<file path="config.mk">
export PLATFORM = sky130hd
export DESIGN_NAME = arm_core
export DESIGN_NICKNAME = d
export VERILOG_FILES = /design/src/common/arm_isa_pkg.sv /design/src/common/core_bus_pkg.sv /design/src/rtl/arm_core.sv /design/src/rtl/core_sequencer.sv /design/src/rtl/register_bank.sv /design/src/execute/alu_unit.sv /design/src/decode/instr_decoder.sv
export SDC_FILE = /design/constraint.sdc
export NUM_CORES = 2
export LEC_CHECK = 0
export ABC_CLOCK_PERIOD_IN_PS = 19100
export BUFFER_PORTS_ARGS = -buffer_cell sky130_fd_sc_hd__buf_4
export CORE_AREA = 2 2 326 458
export CTS_CLUSTER_DIAMETER = 30
export CTS_CLUSTER_SIZE = 20
export DETAILED_ROUTE_END_ITERATION = 8
export DIE_AREA = 0 0 328 460
export GPL_ROUTABILITY_DRIVEN = 0
export SLEW_MARGIN = 0
export SYNTH_ARGS = -nofsm -noshare
export SYNTH_HDL_FRONTEND = slang
export SYNTH_SLANG_ARGS = --single-unit
</file>
<file path="constraint.sdc">
create_clock -name clk -period 19.1 [get_ports clk]
set_clock_uncertainty 0.15 [all_clocks]
set_input_delay 0.955 -clock clk [delete_from_list [all_inputs] [get_ports clk]]
set_output_delay 0.955 -clock clk [all_outputs]
set_load 0.05 [all_outputs]
</file>
<file path="src/common/arm_isa_pkg.sv">
// ARM32 subset encodings only; shifted operands, ADC/SBC and the NV condition are not encoded
`default_nettype none

package arm_isa_pkg;

    localparam int WORD_W    = 32;
    localparam int REG_IDX_W = 4;
    localparam int NUM_REGS  = 15;  // r0..r14 held in the bank
    localparam int PC_REG    = 15;

    localparam int COND_LSB   = 28;  // cond[31:28]
    localparam int TYPE_LSB   = 26;  // type[27:26]
    localparam int IMM_BIT    = 25;  // 1 = rotated immediate
    localparam int OPCODE_LSB = 21;  // opcode[24:21]
    localparam int U_BIT      = 23;  // ldr/str offset direction
    localparam int SL_BIT     = 20;  // S for data ops, L for memory ops
    localparam int RN_LSB     = 16;
    localparam int RD_LSB     = 12;
    localparam int RM_LSB     = 0;
    localparam int IMM12_LSB  = 0;
    localparam int IMM24_LSB  = 0;

    typedef logic [WORD_W-1:0]    word_t;
    typedef logic [REG_IDX_W-1:0] reg_idx_t;

    typedef enum logic [3:0] {
        COND_EQ, COND_NE, COND_CS, COND_CC, COND_MI, COND_PL, COND_VS, COND_VC,
        COND_HI, COND_LS, COND_GE, COND_LT, COND_GT, COND_LE, COND_AL
    } cond_e;

    typedef enum logic [3:0] {
        OP_AND = 4'b0000,
        OP_EOR = 4'b0001,
        OP_SUB = 4'b0010,
        OP_ADD = 4'b0100,
        OP_TST = 4'b1000,
        OP_CMP = 4'b1010,
        OP_ORR = 4'b1100,
        OP_MOV = 4'b1101,
        OP_MVN = 4'b1111
    } dp_opcode_e;

    typedef enum logic [2:0] {
        ALU_MOV, ALU_MVN, ALU_ADD, ALU_SUB, ALU_AND, ALU_ORR, ALU_EOR
    } alu_op_e;

    typedef struct packed {
        logic n;
        logic z;
        logic c;
        logic v;
    } flags_t;

endpackage

`default_nettype wire
</file>
<file path="src/common/core_bus_pkg.sv">
// Wishbone classic subset without sel or err; every transfer is one aligned 32-bit word
`default_nettype none

package core_bus_pkg;

    import arm_isa_pkg::*;

    typedef struct packed {
        logic  cyc;
        logic  stb;
        logic  we;
        word_t adr;    // byte address, bits 1:0 always zero
        word_t dat_w;
    } wb_req_t;

    typedef struct packed {
        logic  ack;
        word_t dat_r;  // valid in the ack cycle of a read
    } wb_rsp_t;

    typedef enum logic [2:0] {
        KIND_DATA, KIND_COMPARE, KIND_LOAD, KIND_STORE, KIND_BRANCH, KIND_NOP
    } instr_kind_e;

    typedef enum logic [1:0] {
        OP2_REG, OP2_ROT_IMM, OP2_OFFSET12
    } op2_sel_e;

    typedef struct packed {
        instr_kind_e kind;
        alu_op_e     alu_op;
        op2_sel_e    op2_sel;
        reg_idx_t    rn;
        reg_idx_t    rm;
        reg_idx_t    rd;
        logic [11:0] imm12;
        logic [23:0] imm24;
        logic        set_flags;
        logic        cond_pass;
    } decoded_t;

    typedef struct packed {
        logic     valid;
        word_t    pc;
        logic     wr_en;
        reg_idx_t rd;
        word_t    value;   // zero when wr_en is low
        flags_t   flags;   // flags after the instruction
    } retire_t;

    typedef enum logic [1:0] {
        ST_FETCH, ST_EXEC, ST_MEM, ST_RETIRE
    } seq_state_e;

endpackage

`default_nettype wire

</file>
<file path="src/rtl/arm_core.sv">
// multi-cycle core with one Wishbone master; held in reset while i_reset_n is high
`default_nettype none

module arm_core (
    input  logic                  clk,
    input  logic                  i_reset_n,
    input  core_bus_pkg::wb_rsp_t i_bus,
    output core_bus_pkg::wb_req_t o_bus,
    output core_bus_pkg::retire_t o_retire
);
    import arm_isa_pkg::*;
    import core_bus_pkg::*;

    decoded_t dec;
    word_t    instr;
    flags_t   flags;
    reg_idx_t rn_idx;
    reg_idx_t rm_idx;
    word_t    rn_value;
    word_t    rm_value;     // Rd value when the instruction is a store
    word_t    operand_a;
    word_t    alu_result;
    flags_t   alu_flags;
    logic     wr_en;
    reg_idx_t wr_idx;
    word_t    wr_data;

    core_sequencer u_core_sequencer (
        .clk          (clk),
        .i_reset_n    (i_reset_n),
        .i_dec        (dec),
        .i_rn_value   (rn_value),
        .i_rm_value   (rm_value),
        .i_alu_result (alu_result),
        .i_alu_flags  (alu_flags),
        .i_bus        (i_bus),
        .o_bus        (o_bus),
        .o_instr      (instr),
        .o_flags      (flags),
        .o_rn_idx     (rn_idx),
        .o_rm_idx     (rm_idx),
        .o_operand_a  (operand_a),
        .o_wr_en      (wr_en),
        .o_wr_idx     (wr_idx),
        .o_wr_data    (wr_data),
        .o_retire     (o_retire)
    );

    instr_decoder u_instr_decoder (
        .i_instr (instr),
        .i_flags (flags),
        .o_dec   (dec)
    );

    alu_unit u_alu_unit (
        .i_op       (dec.alu_op),
        .i_op2_sel  (dec.op2_sel),
        .i_a        (operand_a),
        .i_rm_value (rm_value),
        .i_imm12    (dec.imm12),
        .i_flags    (flags),
        .o_result   (alu_result),
        .o_flags    (alu_flags)
    );

    register_bank u_register_bank (
        .clk         (clk),
        .i_reset_n   (i_reset_n),
        .i_rd_idx_a  (rn_idx),
        .i_rd_idx_b  (rm_idx),
        .i_wr_en     (wr_en),
        .i_wr_idx    (wr_idx),
        .i_wr_data   (wr_data),
        .o_rd_data_a (rn_value),
        .o_rd_data_b (rm_value)
    );

endmodule

`default_nettype wire

</file>
<file path="src/rtl/core_sequencer.sv">
// one instruction in flight; pc+8 replaces r15 for Rn and store data but not for Rm of data ops
`default_nettype none

module core_sequencer (
    input  logic                   clk,
    input  logic                   i_reset_n,
    input  core_bus_pkg::decoded_t i_dec,
    input  arm_isa_pkg::word_t     i_rn_value,
    input  arm_isa_pkg::word_t     i_rm_value,
    input  arm_isa_pkg::word_t     i_alu_result,
    input  arm_isa_pkg::flags_t    i_alu_flags,
    input  core_bus_pkg::wb_rsp_t  i_bus,
    output core_bus_pkg::wb_req_t  o_bus,
    output arm_isa_pkg::word_t     o_instr,
    output arm_isa_pkg::flags_t    o_flags,
    output arm_isa_pkg::reg_idx_t  o_rn_idx,
    output arm_isa_pkg::reg_idx_t  o_rm_idx,
    output arm_isa_pkg::word_t     o_operand_a,
    output logic                   o_wr_en,
    output arm_isa_pkg::reg_idx_t  o_wr_idx,
    output arm_isa_pkg::word_t     o_wr_data,
    output core_bus_pkg::retire_t  o_retire
);
    import arm_isa_pkg::*;
    import core_bus_pkg::*;

    seq_state_e state;
    word_t      pc;
    word_t      instr_q;
    word_t      load_q;
    flags_t     flags_q;
    logic       req_active;   // drives cyc and stb
    logic       req_we;
    word_t      req_adr;
    word_t      req_dat_w;
    word_t      pc_plus8;
    word_t      branch_off;
    word_t      next_pc;
    word_t      store_data;
    word_t      commit_value;
    flags_t     flags_next;
    logic       is_store;
    logic       mem_access;
    logic       wr_commit;

    assign pc_plus8   = pc + 32'd8;
    assign branch_off = {{6{i_dec.imm24[23]}}, i_dec.imm24, 2'b00};
    assign is_store   = (i_dec.kind == KIND_STORE);
    assign mem_access = i_dec.cond_pass && (is_store || i_dec.kind == KIND_LOAD);
    assign wr_commit  = i_dec.cond_pass && (i_dec.rd != reg_idx_t'(PC_REG)) &&
                        (i_dec.kind == KIND_DATA || i_dec.kind == KIND_LOAD);
    assign next_pc    = (i_dec.cond_pass && i_dec.kind == KIND_BRANCH) ?
                        pc_plus8 + branch_off : pc + 32'd4;
    assign flags_next = (i_dec.cond_pass && i_dec.set_flags) ? i_alu_flags : flags_q;
    assign store_data = (i_dec.rd == reg_idx_t'(PC_REG)) ? pc_plus8 : i_rm_value;

    always_comb begin
        if (!wr_commit) begin
            commit_value = '0;
        end else if (i_dec.kind == KIND_LOAD) begin
            commit_value = load_q;
        end else begin
            commit_value = i_alu_result;
        end
    end

    assign o_instr     = instr_q;
    assign o_flags     = flags_q;
    assign o_rn_idx    = i_dec.rn;
    assign o_rm_idx    = is_store ? i_dec.rd : i_dec.rm;  // store source rides port b
    assign o_operand_a = (i_dec.rn == reg_idx_t'(PC_REG)) ? pc_plus8 : i_rn_value;
    assign o_wr_en     = (state == ST_RETIRE) && wr_commit;
    assign o_wr_idx    = i_dec.rd;
    assign o_wr_data   = commit_value;

    always_comb begin
        o_bus.cyc   = req_active;
        o_bus.stb   = req_active;
        o_bus.we    = req_we;
        o_bus.adr   = req_adr;
        o_bus.dat_w = req_dat_w;
    end

    always_comb begin
        o_retire.valid = (state == ST_RETIRE);
        o_retire.pc    = pc;
        o_retire.wr_en = wr_commit;
        o_retire.rd    = i_dec.rd;
        o_retire.value = commit_value;
        o_retire.flags = flags_next;
    end

    always_ff @(posedge clk or posedge i_reset_n) begin
        if (i_reset_n) begin
            state      <= ST_FETCH;
            pc         <= '0;
            flags_q    <= '0;
            req_active <= 1'b0;
            req_we     <= 1'b0;
        end else begin
            case (state)
                ST_FETCH: begin
                    if (!req_active) begin
                        req_active <= 1'b1;  // first fetch after reset
                        req_we     <= 1'b0;
                    end else if (i_bus.ack) begin
                        req_active <= 1'b0;
                        state      <= ST_EXEC;
                    end
                end
                ST_EXEC: begin
                    if (mem_access) begin
                        req_active <= 1'b1;
                        req_we     <= is_store;
                        state      <= ST_MEM;
                    end else begin
                        state <= ST_RETIRE;
                    end
                end
                ST_MEM: begin
                    if (i_bus.ack) begin
                        req_active <= 1'b0;
                        state      <= ST_RETIRE;
                    end
                end
                default: begin
                    pc         <= next_pc;
                    flags_q    <= flags_next;
                    req_active <= 1'b1;  // next fetch launches straight away
                    req_we     <= 1'b0;
                    state      <= ST_FETCH;
                end
            endcase
        end
    end

    always_ff @(posedge clk) begin
        if (state == ST_FETCH && !req_active) begin
            req_adr <= pc;
        end
        if (state == ST_FETCH && req_active && i_bus.ack) begin
            instr_q <= i_bus.dat_r;
        end
        if (state == ST_EXEC && mem_access) begin
            req_adr   <= i_alu_result;  // ALU forms Rn +/- imm12
            req_dat_w <= store_data;
        end
        if (state == ST_MEM && i_bus.ack && !req_we) begin
            load_q <= i_bus.dat_r;
        end
        if (state == ST_RETIRE) begin
            req_adr <= next_pc;
        end
    end

endmodule

`default_nettype wire

</file>
<file path="src/rtl/register_bank.sv">
// r0-r14 only; index 15 reads as zero here and writes to it are ignored
`default_nettype none

module register_bank (
    input  logic                  clk,
    input  logic                  i_reset_n,
    input  arm_isa_pkg::reg_idx_t i_rd_idx_a,
    input  arm_isa_pkg::reg_idx_t i_rd_idx_b,
    input  logic                  i_wr_en,
    input  arm_isa_pkg::reg_idx_t i_wr_idx,
    input  arm_isa_pkg::word_t    i_wr_data,
    output arm_isa_pkg::word_t    o_rd_data_a,
    output arm_isa_pkg::word_t    o_rd_data_b
);
    import arm_isa_pkg::*;

    word_t regs [NUM_REGS];

    assign o_rd_data_a = (i_rd_idx_a < NUM_REGS) ? regs[i_rd_idx_a] : '0;
    assign o_rd_data_b = (i_rd_idx_b < NUM_REGS) ? regs[i_rd_idx_b] : '0;

    always_ff @(posedge clk or posedge i_reset_n) begin
        if (i_reset_n) begin
            for (int i = 0; i < NUM_REGS; i++) begin
                regs[i] <= '0;
            end
        end else if (i_wr_en && (i_wr_idx < NUM_REGS)) begin
            regs[i_wr_idx] <= i_wr_data;
        end
    end

endmodule

`default_nettype wire

</file>
<file path="src/execute/alu_unit.sv">
// combinational; no shifter, so logical ops keep C and V from the incoming flags
`default_nettype none

module alu_unit (
    input  arm_isa_pkg::alu_op_e   i_op,
    input  core_bus_pkg::op2_sel_e i_op2_sel,
    input  arm_isa_pkg::word_t     i_a,
    input  arm_isa_pkg::word_t     i_rm_value,
    input  logic [11:0]            i_imm12,
    input  arm_isa_pkg::flags_t    i_flags,
    output arm_isa_pkg::word_t     o_result,
    output arm_isa_pkg::flags_t    o_flags
);
    import arm_isa_pkg::*;
    import core_bus_pkg::*;

    word_t           imm8_ext;
    logic [4:0]      rot_amt;
    word_t           rot_imm;
    word_t           op_b;
    logic [WORD_W:0] sum;
    logic [WORD_W:0] diff;

    assign imm8_ext = {24'b0, i_imm12[7:0]};
    assign rot_amt  = {i_imm12[11:8], 1'b0};  // twice the rotate field
    assign rot_imm  = (imm8_ext >> rot_amt) | (imm8_ext << (6'd32 - rot_amt));

    always_comb begin
        case (i_op2_sel)
            OP2_ROT_IMM:  op_b = rot_imm;
            OP2_OFFSET12: op_b = {20'b0, i_imm12};
            default:      op_b = i_rm_value;
        endcase
    end

    assign sum  = {1'b0, i_a} + {1'b0, op_b};
    assign diff = {1'b0, i_a} + {1'b0, ~op_b} + 33'd1;  // top bit is not-borrow

    always_comb begin
        o_flags.c = i_flags.c;
        o_flags.v = i_flags.v;
        case (i_op)
            ALU_MVN: o_result = ~op_b;
            ALU_ADD: begin
                o_result  = sum[WORD_W-1:0];
                o_flags.c = sum[WORD_W];
                o_flags.v = (i_a[WORD_W-1] == op_b[WORD_W-1]) &&
                            (sum[WORD_W-1] != i_a[WORD_W-1]);
            end
            ALU_SUB: begin
                o_result  = diff[WORD_W-1:0];
                o_flags.c = diff[WORD_W];
                o_flags.v = (i_a[WORD_W-1] != op_b[WORD_W-1]) &&
                            (diff[WORD_W-1] != i_a[WORD_W-1]);
            end
            ALU_AND: o_result = i_a & op_b;
            ALU_ORR: o_result = i_a | op_b;
            ALU_EOR: o_result = i_a ^ op_b;
            default: o_result = op_b;  // MOV
        endcase
        o_flags.n = o_result[WORD_W-1];
        o_flags.z = (o_result == '0);
    end

endmodule

`default_nettype wire

</file>
<file path="src/decode/instr_decoder.sv">
// combinational; unkept opcodes and type 11 decode as no-op, condition NV never passes
`default_nettype none

module instr_decoder (
    input  arm_isa_pkg::word_t     i_instr,
    input  arm_isa_pkg::flags_t    i_flags,
    output core_bus_pkg::decoded_t o_dec
);
    import arm_isa_pkg::*;
    import core_bus_pkg::*;

    cond_e      cond;
    logic [1:0] instr_type;
    logic       imm_bit;
    dp_opcode_e opcode;
    logic       sl_bit;
    logic       u_bit;
    logic       cond_ok;

    assign cond       = cond_e'(i_instr[COND_LSB +: 4]);
    assign instr_type = i_instr[TYPE_LSB +: 2];
    assign imm_bit    = i_instr[IMM_BIT];
    assign opcode     = dp_opcode_e'(i_instr[OPCODE_LSB +: 4]);
    assign sl_bit     = i_instr[SL_BIT];
    assign u_bit      = i_instr[U_BIT];

    always_comb begin
        case (cond)
            COND_EQ: cond_ok = i_flags.z;
            COND_NE: cond_ok = !i_flags.z;
            COND_CS: cond_ok = i_flags.c;
            COND_CC: cond_ok = !i_flags.c;
            COND_MI: cond_ok = i_flags.n;
            COND_PL: cond_ok = !i_flags.n;
            COND_VS: cond_ok = i_flags.v;
            COND_VC: cond_ok = !i_flags.v;
            COND_HI: cond_ok = i_flags.c && !i_flags.z;
            COND_LS: cond_ok = !i_flags.c || i_flags.z;
            COND_GE: cond_ok = (i_flags.n == i_flags.v);
            COND_LT: cond_ok = (i_flags.n != i_flags.v);
            COND_GT: cond_ok = !i_flags.z && (i_flags.n == i_flags.v);
            COND_LE: cond_ok = i_flags.z || (i_flags.n != i_flags.v);
            COND_AL: cond_ok = 1'b1;
            default: cond_ok = 1'b0;  // NV
        endcase
    end

    always_comb begin
        o_dec.kind      = KIND_NOP;
        o_dec.alu_op    = ALU_MOV;
        o_dec.op2_sel   = imm_bit ? OP2_ROT_IMM : OP2_REG;
        o_dec.rn        = i_instr[RN_LSB +: REG_IDX_W];
        o_dec.rm        = i_instr[RM_LSB +: REG_IDX_W];
        o_dec.rd        = i_instr[RD_LSB +: REG_IDX_W];
        o_dec.imm12     = i_instr[IMM12_LSB +: 12];
        o_dec.imm24     = i_instr[IMM24_LSB +: 24];
        o_dec.set_flags = 1'b0;
        o_dec.cond_pass = cond_ok;
        case (instr_type)
            2'b00: begin
                o_dec.kind      = KIND_DATA;
                o_dec.set_flags = sl_bit;
                case (opcode)
                    OP_MOV: o_dec.alu_op = ALU_MOV;
                    OP_MVN: o_dec.alu_op = ALU_MVN;
                    OP_ADD: o_dec.alu_op = ALU_ADD;
                    OP_SUB: o_dec.alu_op = ALU_SUB;
                    OP_AND: o_dec.alu_op = ALU_AND;
                    OP_ORR: o_dec.alu_op = ALU_ORR;
                    OP_EOR: o_dec.alu_op = ALU_EOR;
                    OP_CMP: begin
                        o_dec.kind      = KIND_COMPARE;
                        o_dec.alu_op    = ALU_SUB;
                        o_dec.set_flags = 1'b1;
                    end
                    OP_TST: begin
                        o_dec.kind      = KIND_COMPARE;
                        o_dec.alu_op    = ALU_AND;
                        o_dec.set_flags = 1'b1;
                    end
                    default: begin
                        o_dec.kind      = KIND_NOP;  // ADC, SBC and friends
                        o_dec.set_flags = 1'b0;
                    end
                endcase
            end
            2'b01: begin
                o_dec.kind    = sl_bit ? KIND_LOAD : KIND_STORE;
                o_dec.alu_op  = u_bit ? ALU_ADD : ALU_SUB;  // pre-indexed, no writeback
                o_dec.op2_sel = OP2_OFFSET12;
            end
            2'b10: o_dec.kind = KIND_BRANCH;
            default: o_dec.kind = KIND_NOP;
        endcase
    end

endmodule

`default_nettype wire

</file>
# After elaboration in Yosys (flattened, before gate mapping)
# Cells that the tools add are included.
[classes] add_sub_neg=7 n_mul=0 div_mod_pow=0 order_cmp=7 eq_ne=52 shifts=2 mux=48 n_bitwise=9 reduce_logical=43
[op_table] cell="480-bit bitwise mux" count=1
[op_table] cell="32-bit 2-to-1 mux" count=15
[op_table] cell="32-bit binary-select mux with 4-bit select" count=2
[op_table] cell="32-bit case mux with 6 select lines" count=1
[op_table] cell="32-bit demux with 4-bit select" count=1
[op_table] cell="32-bit by 32-bit adder with 33-bit output" count=2
[op_table] cell="32-bit bitwise OR" count=2
[op_table] cell="32-bit case mux with 2 select lines" count=1
[op_table] cell="4-bit equality test (second input constant)" count=14
[op_table] cell="33-bit by 1-bit adder with 33-bit output (second input constant)" count=1
[op_table] cell="32-bit by 3-bit adder with 32-bit output (second input constant)" count=1
[op_table] cell="32-bit adder" count=1
[op_table] cell="32-bit by 4-bit adder with 32-bit output (second input constant)" count=1
[op_table] cell="32-bit AND" count=1
[op_table] cell="32-bit zero test" count=1
[op_table] cell="32-bit inverter" count=1
[op_table] cell="8-bit by 6-bit << shifter with 32-bit output" count=1
[op_table] cell="8-bit by 5-bit >> shifter with 32-bit output" count=1
[op_table] cell="32-bit bitwise XOR" count=1
[op_table] cell="4-bit by 3-bit equality test with 1-bit output (second input constant)" count=5
[op_table] cell="1-bit logical AND" count=18
[op_table] cell="3-bit case mux with 6 select lines" count=1
[op_table] cell="5-bit >= comparator (second input constant)" count=3
[op_table] cell="4-bit inverter with 5-bit output" count=3
[op_table] cell="other kinds (37)" count=89
[word_totals] register_bits=648 latchBits=0 ramBits=0 romBits=0 input_bits=35 output_inout_bits=141 wordCells=195 mem_count=0

# Depth between registers and ports, before layout
[logic_depth] word_depth=19 depth_mapped=27 mapped_depth_nobuf=23

# Modules after synthesis
# From an unflattened synthesis, not the netlist that was laid out.
[hier_totals] hier_cells=4455 area_unflattened_um2=45596.2
[by_module_without_submodules] module="register_bank" instances=1 cells_each=1858 area_each_um2=25767.2 seq_area_each_um2=12011.5
[by_module_without_submodules] module="core_sequencer" instances=1 cells_each=1192 area_each_um2=10824.1 seq_area_each_um2=4794.6
[by_module_without_submodules] module="alu_unit" instances=1 cells_each=1297 area_each_um2=8264.2 seq_area_each_um2=0.0
[by_module_without_submodules] module="instr_decoder" instances=1 cells_each=108 area_each_um2=740.7 seq_area_each_um2=0.0

# Worst setup path before layout
# Ideal clock, no wire load.
[synth_timing] path_kind="register -> output" startpoint="register u_core_sequencer.instr_q[16] (netlist: u_core_sequencer.o_instr[16])" endpoint="output port o_retire[2] (netlist bit)" arrival_ps=7020 required_time_ps=17995 path_slack_ps=10975 stages_incl_launch_ff=25 n_path_buf=6 path_cell_list="edfxtp_1 -> clkbuf_1 -> clkbuf_1 -> buf_1 -> clkbuf_1 -> clkbuf_1 -> mux2i_1 -> nor2_1 -> a21oi_1 -> a21oi_1 -> a221o_1 -> ha_1 -> buf_2 -> nand2_1 -> or3_1 -> or3_1 -> nand3_1 -> or4b_1 -> a31o_1 -> o32ai_1 -> a41oi_1 -> or4b_2 -> nor4_2 -> nand4_1 -> nand2_1"
[synth_lines] element="start: declaration" line_no="core_sequencer.sv:29" text="word_t instr_q;"
[synth_lines] element="start signal: assignment" line_no="core_sequencer.sv:142" text="instr_q <= i_bus.dat_r;"
[synth_lines] element="end: declaration" line_no="arm_core.sv:9" text="output core_bus_pkg::retire_t o_retire"

==> impl_metrics.prom <==
# TYPE chip_impl_metric gauge
chip_impl_info{name="status",value="finished, violations left"} 1
chip_impl_info{name="failed_checks",value="design-rule violations"} 1
chip_impl_info{name="min_path_type",value="input port to async pin"} 1
chip_impl_metric{name="timing_worst_slew_pin_value",unit="ns"} 1.36
chip_impl_metric{name="maxCapViolations",unit=""} 0
chip_impl_metric{name="report.final.slew_viol_count",unit=""} 0
chip_impl_metric{name="total_leakage_power",unit="nW"} 21.6
chip_impl_metric{name="synth-seq-area-share",unit=""} 0.384
chip_impl_info{name="global_routing_s_busiest_layer",value="met2"} 1
chip_impl_metric{name="synth.cell_area",unit="um2"} 43800
chip_impl_metric{name="maxClockFrequency",unit="MHz"} 86.1
chip_impl_info{name="most_common_library_cell_in_the_layout_ignoring_fill_and_taps",value="sky130_fd_sc_hd__nand2_1"} 1
chip_impl_metric{name="port-buffer-count",unit=""} 173
chip_impl_metric{name="cts_hold_buffers",unit=""} 0
chip_impl_metric{name="worst_r2r_setup_slack",unit="ns"} 9.25
chip_impl_metric{name="power.clock.fraction",unit=""} 0.320
chip_impl_metric{name="ctsResizeCount",unit=""} 0
chip_impl_metric{name="fp.dieArea",unit="um2"} 151000
chip_impl_metric{name="grt_util_all_layers",unit=""} 0.251
chip_impl_metric{name="internal-power",unit="W"} 0.00363
chip_impl_metric{name="drc",unit=""} 3
chip_impl_metric{name="p_sw",unit="W"} 0.00292
chip_impl_metric{name="seq_power_share",unit=""} 0.263
chip_impl_metric{name="overflow",unit=""} 0
chip_impl_metric{name="final.setup.tns",unit="ns"} 0
chip_impl_info{name="cts_root_buffer",value="sky130_fd_sc_hd__clkbuf_16"} 1
chip_impl_metric{name="numClockSinks",unit=""} 646
chip_impl_metric{name="critical_path_arrival",unit="ns"} 10.51
chip_impl_metric{name="final.period_utilization",unit=""} 0.608
chip_impl_metric{name="synth.distinct_cells",unit=""} 100
chip_impl_metric{name="grtUsageMet2",unit=""} 0.385
chip_impl_metric{name="synth_enable_flop_cells",unit=""} 128
chip_impl_metric{name="clock_insertion_delay_worst_skew",unit="ns"} 0.77
chip_impl_metric{name="vias",unit=""} 41400
chip_impl_metric{name="final_nets",unit=""} 4909
chip_impl_metric{name="die_height",unit="um"} 460
chip_impl_metric{name="finalInstanceArea",unit="um2"} 51100
chip_impl_metric{name="worst_slew_margin_rel",unit=""} 0.0884
chip_impl_metric{name="post_drt_wl_per_cell",unit="um"} 28.6
chip_impl_info{name="mostFrequentLayoutCells",value="sky130_fd_sc_hd__nand2_1, sky130_fd_sc_hd__dfrtp_1, sky130_fd_sc_hd__o21ai_0"} 1
chip_impl_info{name="tritoncts",value="yes"} 1
chip_impl_info{name="rsz_0062_raised_after_global_routing",value="no"} 1
chip_impl_metric{name="grt_antenna_before_repair",unit=""} 11
chip_impl_metric{name="peakVddDrop",unit="uV"} 142
chip_impl_metric{name="cts_inserted_buffers",unit=""} 111
chip_impl_metric{name="yosys_register_bits",unit=""} 646
chip_impl_metric{name="finalHoldViolations",unit=""} 0
chip_impl_metric{name="pin_count",unit=""} 176
chip_impl_info{name="setup.worst_path.start_class",value="flip-flop"} 1
chip_impl_metric{name="die_outline_width",unit="um"} 328
chip_impl_metric{name="first_global_vias",unit=""} 39800
chip_impl_metric{name="worst-endpoint-required",unit="ns"} 18.00
chip_impl_metric{name="switching_share_of_total_power",unit=""} 0.446
chip_impl_metric{name="use_met3",unit=""} 0.0703
chip_impl_metric{name="firstDrtPassIters",unit=""} 9
chip_impl_metric{name="worst_setup_hold_path_clk_slew",unit="ns"} 0.06
chip_impl_metric{name="detailed_place.area",unit="um2"} 47200
chip_impl_metric{name="grt_max_degree",unit=""} 131
chip_impl_metric{name="power.density",unit="nW/um2"} 128
chip_impl_metric{name="initial_utilization",unit=""} 0.298
chip_impl_metric{name="timing.critical_path.fanout_max",unit=""} 50
chip_impl_metric{name="first_iter_violations",unit=""} 5418
chip_impl_metric{name="met1_usage",unit=""} 0.303
chip_impl_metric{name="drive_gt1_frac",unit=""} 0.205
chip_impl_metric{name="post-cts-setup-buffers",unit=""} 0
chip_impl_metric{name="floorplan.core_area",unit="um2"} 147000
chip_impl_metric{name="synth_area_per_cell",unit="um2"} 9.29
chip_impl_metric{name="netlist_instances",unit=""} 4718
chip_impl_info{name="worstReg2RegStart",value="u_core_sequencer.o_instr[26]"} 1
chip_impl_metric{name="post-route-min-period",unit="ns"} 11.61
chip_impl_metric{name="setup-violations-final",unit=""} 0
chip_impl_metric{name="hpwl",unit="um"} 135000
chip_impl_metric{name="antenna_left",unit=""} 0
chip_impl_info{name="worstSetupPathType",value="flip-flop to primary output"} 1
chip_impl_info{name="setup.worst_path.end_class",value="primary output"} 1
chip_impl_metric{name="area_delta_synth_final",unit="%"} 16.7
chip_impl_metric{name="postSynth.asyncResetShare",unit=""} 0.802
chip_impl_info{name="reg2reg_to",value="u_register_bank.regs[470]"} 1
chip_impl_info{name="synth_ff_type",value="sky130_fd_sc_hd__dfrtp_1"} 1
chip_impl_metric{name="ys_warn_count",unit=""} 0
chip_impl_metric{name="pwr-share-comb",unit=""} 0.417
chip_impl_metric{name="clk_path_buf_depth",unit=""} 3
chip_impl_metric{name="floorplan.rows",unit=""} 167
chip_impl_metric{name="worst-r2r-cell-count",unit=""} 19
chip_impl_metric{name="cts-htree-levels",unit=""} 3
chip_impl_metric{name="via_per_inst",unit=""} 6.10
chip_impl_metric{name="grt_first_pass_wirelength",unit="um"} 279000
chip_impl_metric{name="finalWirelength",unit="um"} 194000
## metal layers
metal	vias up	wire length, um
li1	17400	-
met1	20200	71000
met2	2915	85000
met3	816	22100
met4	6	16000
met5	-	68
## logic make-up after synthesis
logic type               count (synthesis)  synth area share
other                                    1         0.0000856
adder cells (fa/ha/maj)                136            0.0394
flip-flops                             646             0.384
AND/OR/NAND/NOR                       1420             0.147
XOR/XNOR                               105            0.0210
buffers and inverters                  556            0.0508
AO/OA/AOI/OAI                         1285             0.190
multiplexers                           569             0.168
## state kept, by name (all words and copies together), names as in the netlist
signal / flops
u_core_sequencer.req_adr: 32
u_core_sequencer.load_q: 32
u_core_sequencer.req_dat_w: 32
u_core_sequencer.o_flags: 4
u_core_sequencer.state: 2
u_core_sequencer.o_instr: 32
u_register_bank.regs: 480
u_core_sequencer.req_active: 1
u_core_sequencer.req_we: 1
u_core_sequencer.pc: 30
## worst max-delay path, stage by stage (launching register included)
cell,delay (ns)
sky130_fd_sc_hd__edfxtp_1,0.69
sky130_fd_sc_hd__or3b_4,0.73
sky130_fd_sc_hd__buf_4,0.69
sky130_fd_sc_hd__a21o_4,0.55
sky130_fd_sc_hd__buf_4,0.66
sky130_fd_sc_hd__mux2i_1,0.29
sky130_fd_sc_hd__o22a_1,0.19
sky130_fd_sc_hd__a21oi_1,0.08
sky130_fd_sc_hd__a211oi_1,0.76
sky130_fd_sc_hd__ha_1,0.51
sky130_fd_sc_hd__or4_1,0.55
sky130_fd_sc_hd__or4b_2,0.67
sky130_fd_sc_hd__nor2_1,0.12
sky130_fd_sc_hd__nor4_1,0.06
sky130_fd_sc_hd__o31a_1,0.20
sky130_fd_sc_hd__o41ai_1,0.57
sky130_fd_sc_hd__a21o_1,0.20
sky130_fd_sc_hd__a2111oi_0,0.09
sky130_fd_sc_hd__o32ai_1,0.40
sky130_fd_sc_hd__nor2_1,0.10
sky130_fd_sc_hd__a21oi_2,0.95
sky130_fd_sc_hd__nor2_1,0.27
sky130_fd_sc_hd__buf_4,0.29
## how the worst max path moves through the flow
stage	from	end	slack (ns)	depth (start not counted)
5_1_grt	u_core_sequencer.o_instr[26]	o_retire[33]	7.16	22
6_report	u_core_sequencer.o_instr[26]	o_retire[33]	7.49	22
3_5_place_dp	u_core_sequencer.o_instr[26]	o_retire[33]	8.58	20
3_3_place_gp	u_core_sequencer.o_instr[26]	o_retire[33]	8.55	22
4_1_cts	u_core_sequencer.o_instr[26]	o_retire[33]	7.73	20
2_1_floorplan	i_reset_n	u_core_sequencer.o_flags[0]	3.53	1
## power groups by stage
stage	sequential [W]	combinational [W]	clock, W
6_report	0.00172	0.00273	0.00210
5_1_grt	0.00173	0.00283	0.00218
4_1_cts	0.00171	0.00262	0.00211
3_5_place_dp	0.00174	0.00261	0
3_3_place_gp	0.00174	0.00259	0
2_1_floorplan	0.00188	0.00150	0
## layout make-up
cell class / instances / area, um2
clock buffers: 124 / 2940
fillers: 14900 / 95700
well taps: 1943 / 2430
clock inverters: 87 / 1020
diodes: 5 / 12.5
flip-flops and latches: 646 / 16800
inverters: 152 / 578
multi-input cells: 3517 / 25000
repair buffers: 310 / 2350
## stage by stage
step | std cells | utilization | worst slack, ns | hold slack (ns) | power, W
2_1_floorplan | 4719 | - | 3.53 | 0.309 | 0.00338
3_3_place_gp | 6567 | 0.321 | 8.55 | 0.330 | 0.00433
3_5_place_dp | 6567 | 0.321 | 8.58 | 0.341 | 0.00434
4_1_cts | 6778 | 0.348 | 7.73 | 0.195 | 0.00644
5_1_grt | 6780 | 0.348 | 7.16 | 0.207 | 0.00674
6_report | 6784 | 0.348 | 7.49 | 0.187 | 0.00655
## cells in the mapped netlist, types with 33 or more instances
master | n | share of area
sky130_fd_sc_hd__a21oi_1 | 307 | 0.035
sky130_fd_sc_hd__xnor2_1 | 57 | 0.011
sky130_fd_sc_hd__dfrtp_1 | 518 | 0.30
sky130_fd_sc_hd__a221o_1 | 36 | 0.0082
sky130_fd_sc_hd__nand3b_1 | 35 | 0.0060
sky130_fd_sc_hd__inv_1 | 148 | 0.013
sky130_fd_sc_hd__buf_2 | 43 | 0.0049
sky130_fd_sc_hd__mux2i_1 | 185 | 0.042
sky130_fd_sc_hd__nand2_1 | 663 | 0.057
sky130_fd_sc_hd__nand2b_1 | 33 | 0.0047
sky130_fd_sc_hd__o21ai_0 | 385 | 0.044
sky130_fd_sc_hd__nand4_1 | 38 | 0.0054
sky130_fd_sc_hd__clkbuf_1 | 299 | 0.026
sky130_fd_sc_hd__a31oi_1 | 42 | 0.0060
sky130_fd_sc_hd__a221oi_1 | 33 | 0.0066
sky130_fd_sc_hd__xor2_1 | 48 | 0.0096
sky130_fd_sc_hd__a21o_1 | 41 | 0.0070
sky130_fd_sc_hd__edfxtp_1 | 128 | 0.088
sky130_fd_sc_hd__buf_1 | 43 | 0.0037
sky130_fd_sc_hd__a211oi_1 | 56 | 0.0096
sky130_fd_sc_hd__ha_1 | 133 | 0.038
sky130_fd_sc_hd__nor2b_1 | 34 | 0.0049
sky130_fd_sc_hd__nor3_1 | 61 | 0.0070
sky130_fd_sc_hd__mux4_2 | 104 | 0.053
sky130_fd_sc_hd__and3_1 | 42 | 0.0060
sky130_fd_sc_hd__o31ai_1 | 53 | 0.0091
sky130_fd_sc_hd__nand3_1 | 93 | 0.011
sky130_fd_sc_hd__nor2_1 | 306 | 0.026
sky130_fd_sc_hd__mux2_2 | 274 | 0.070
Note: power is estimated with default switching activity, not from simulation.
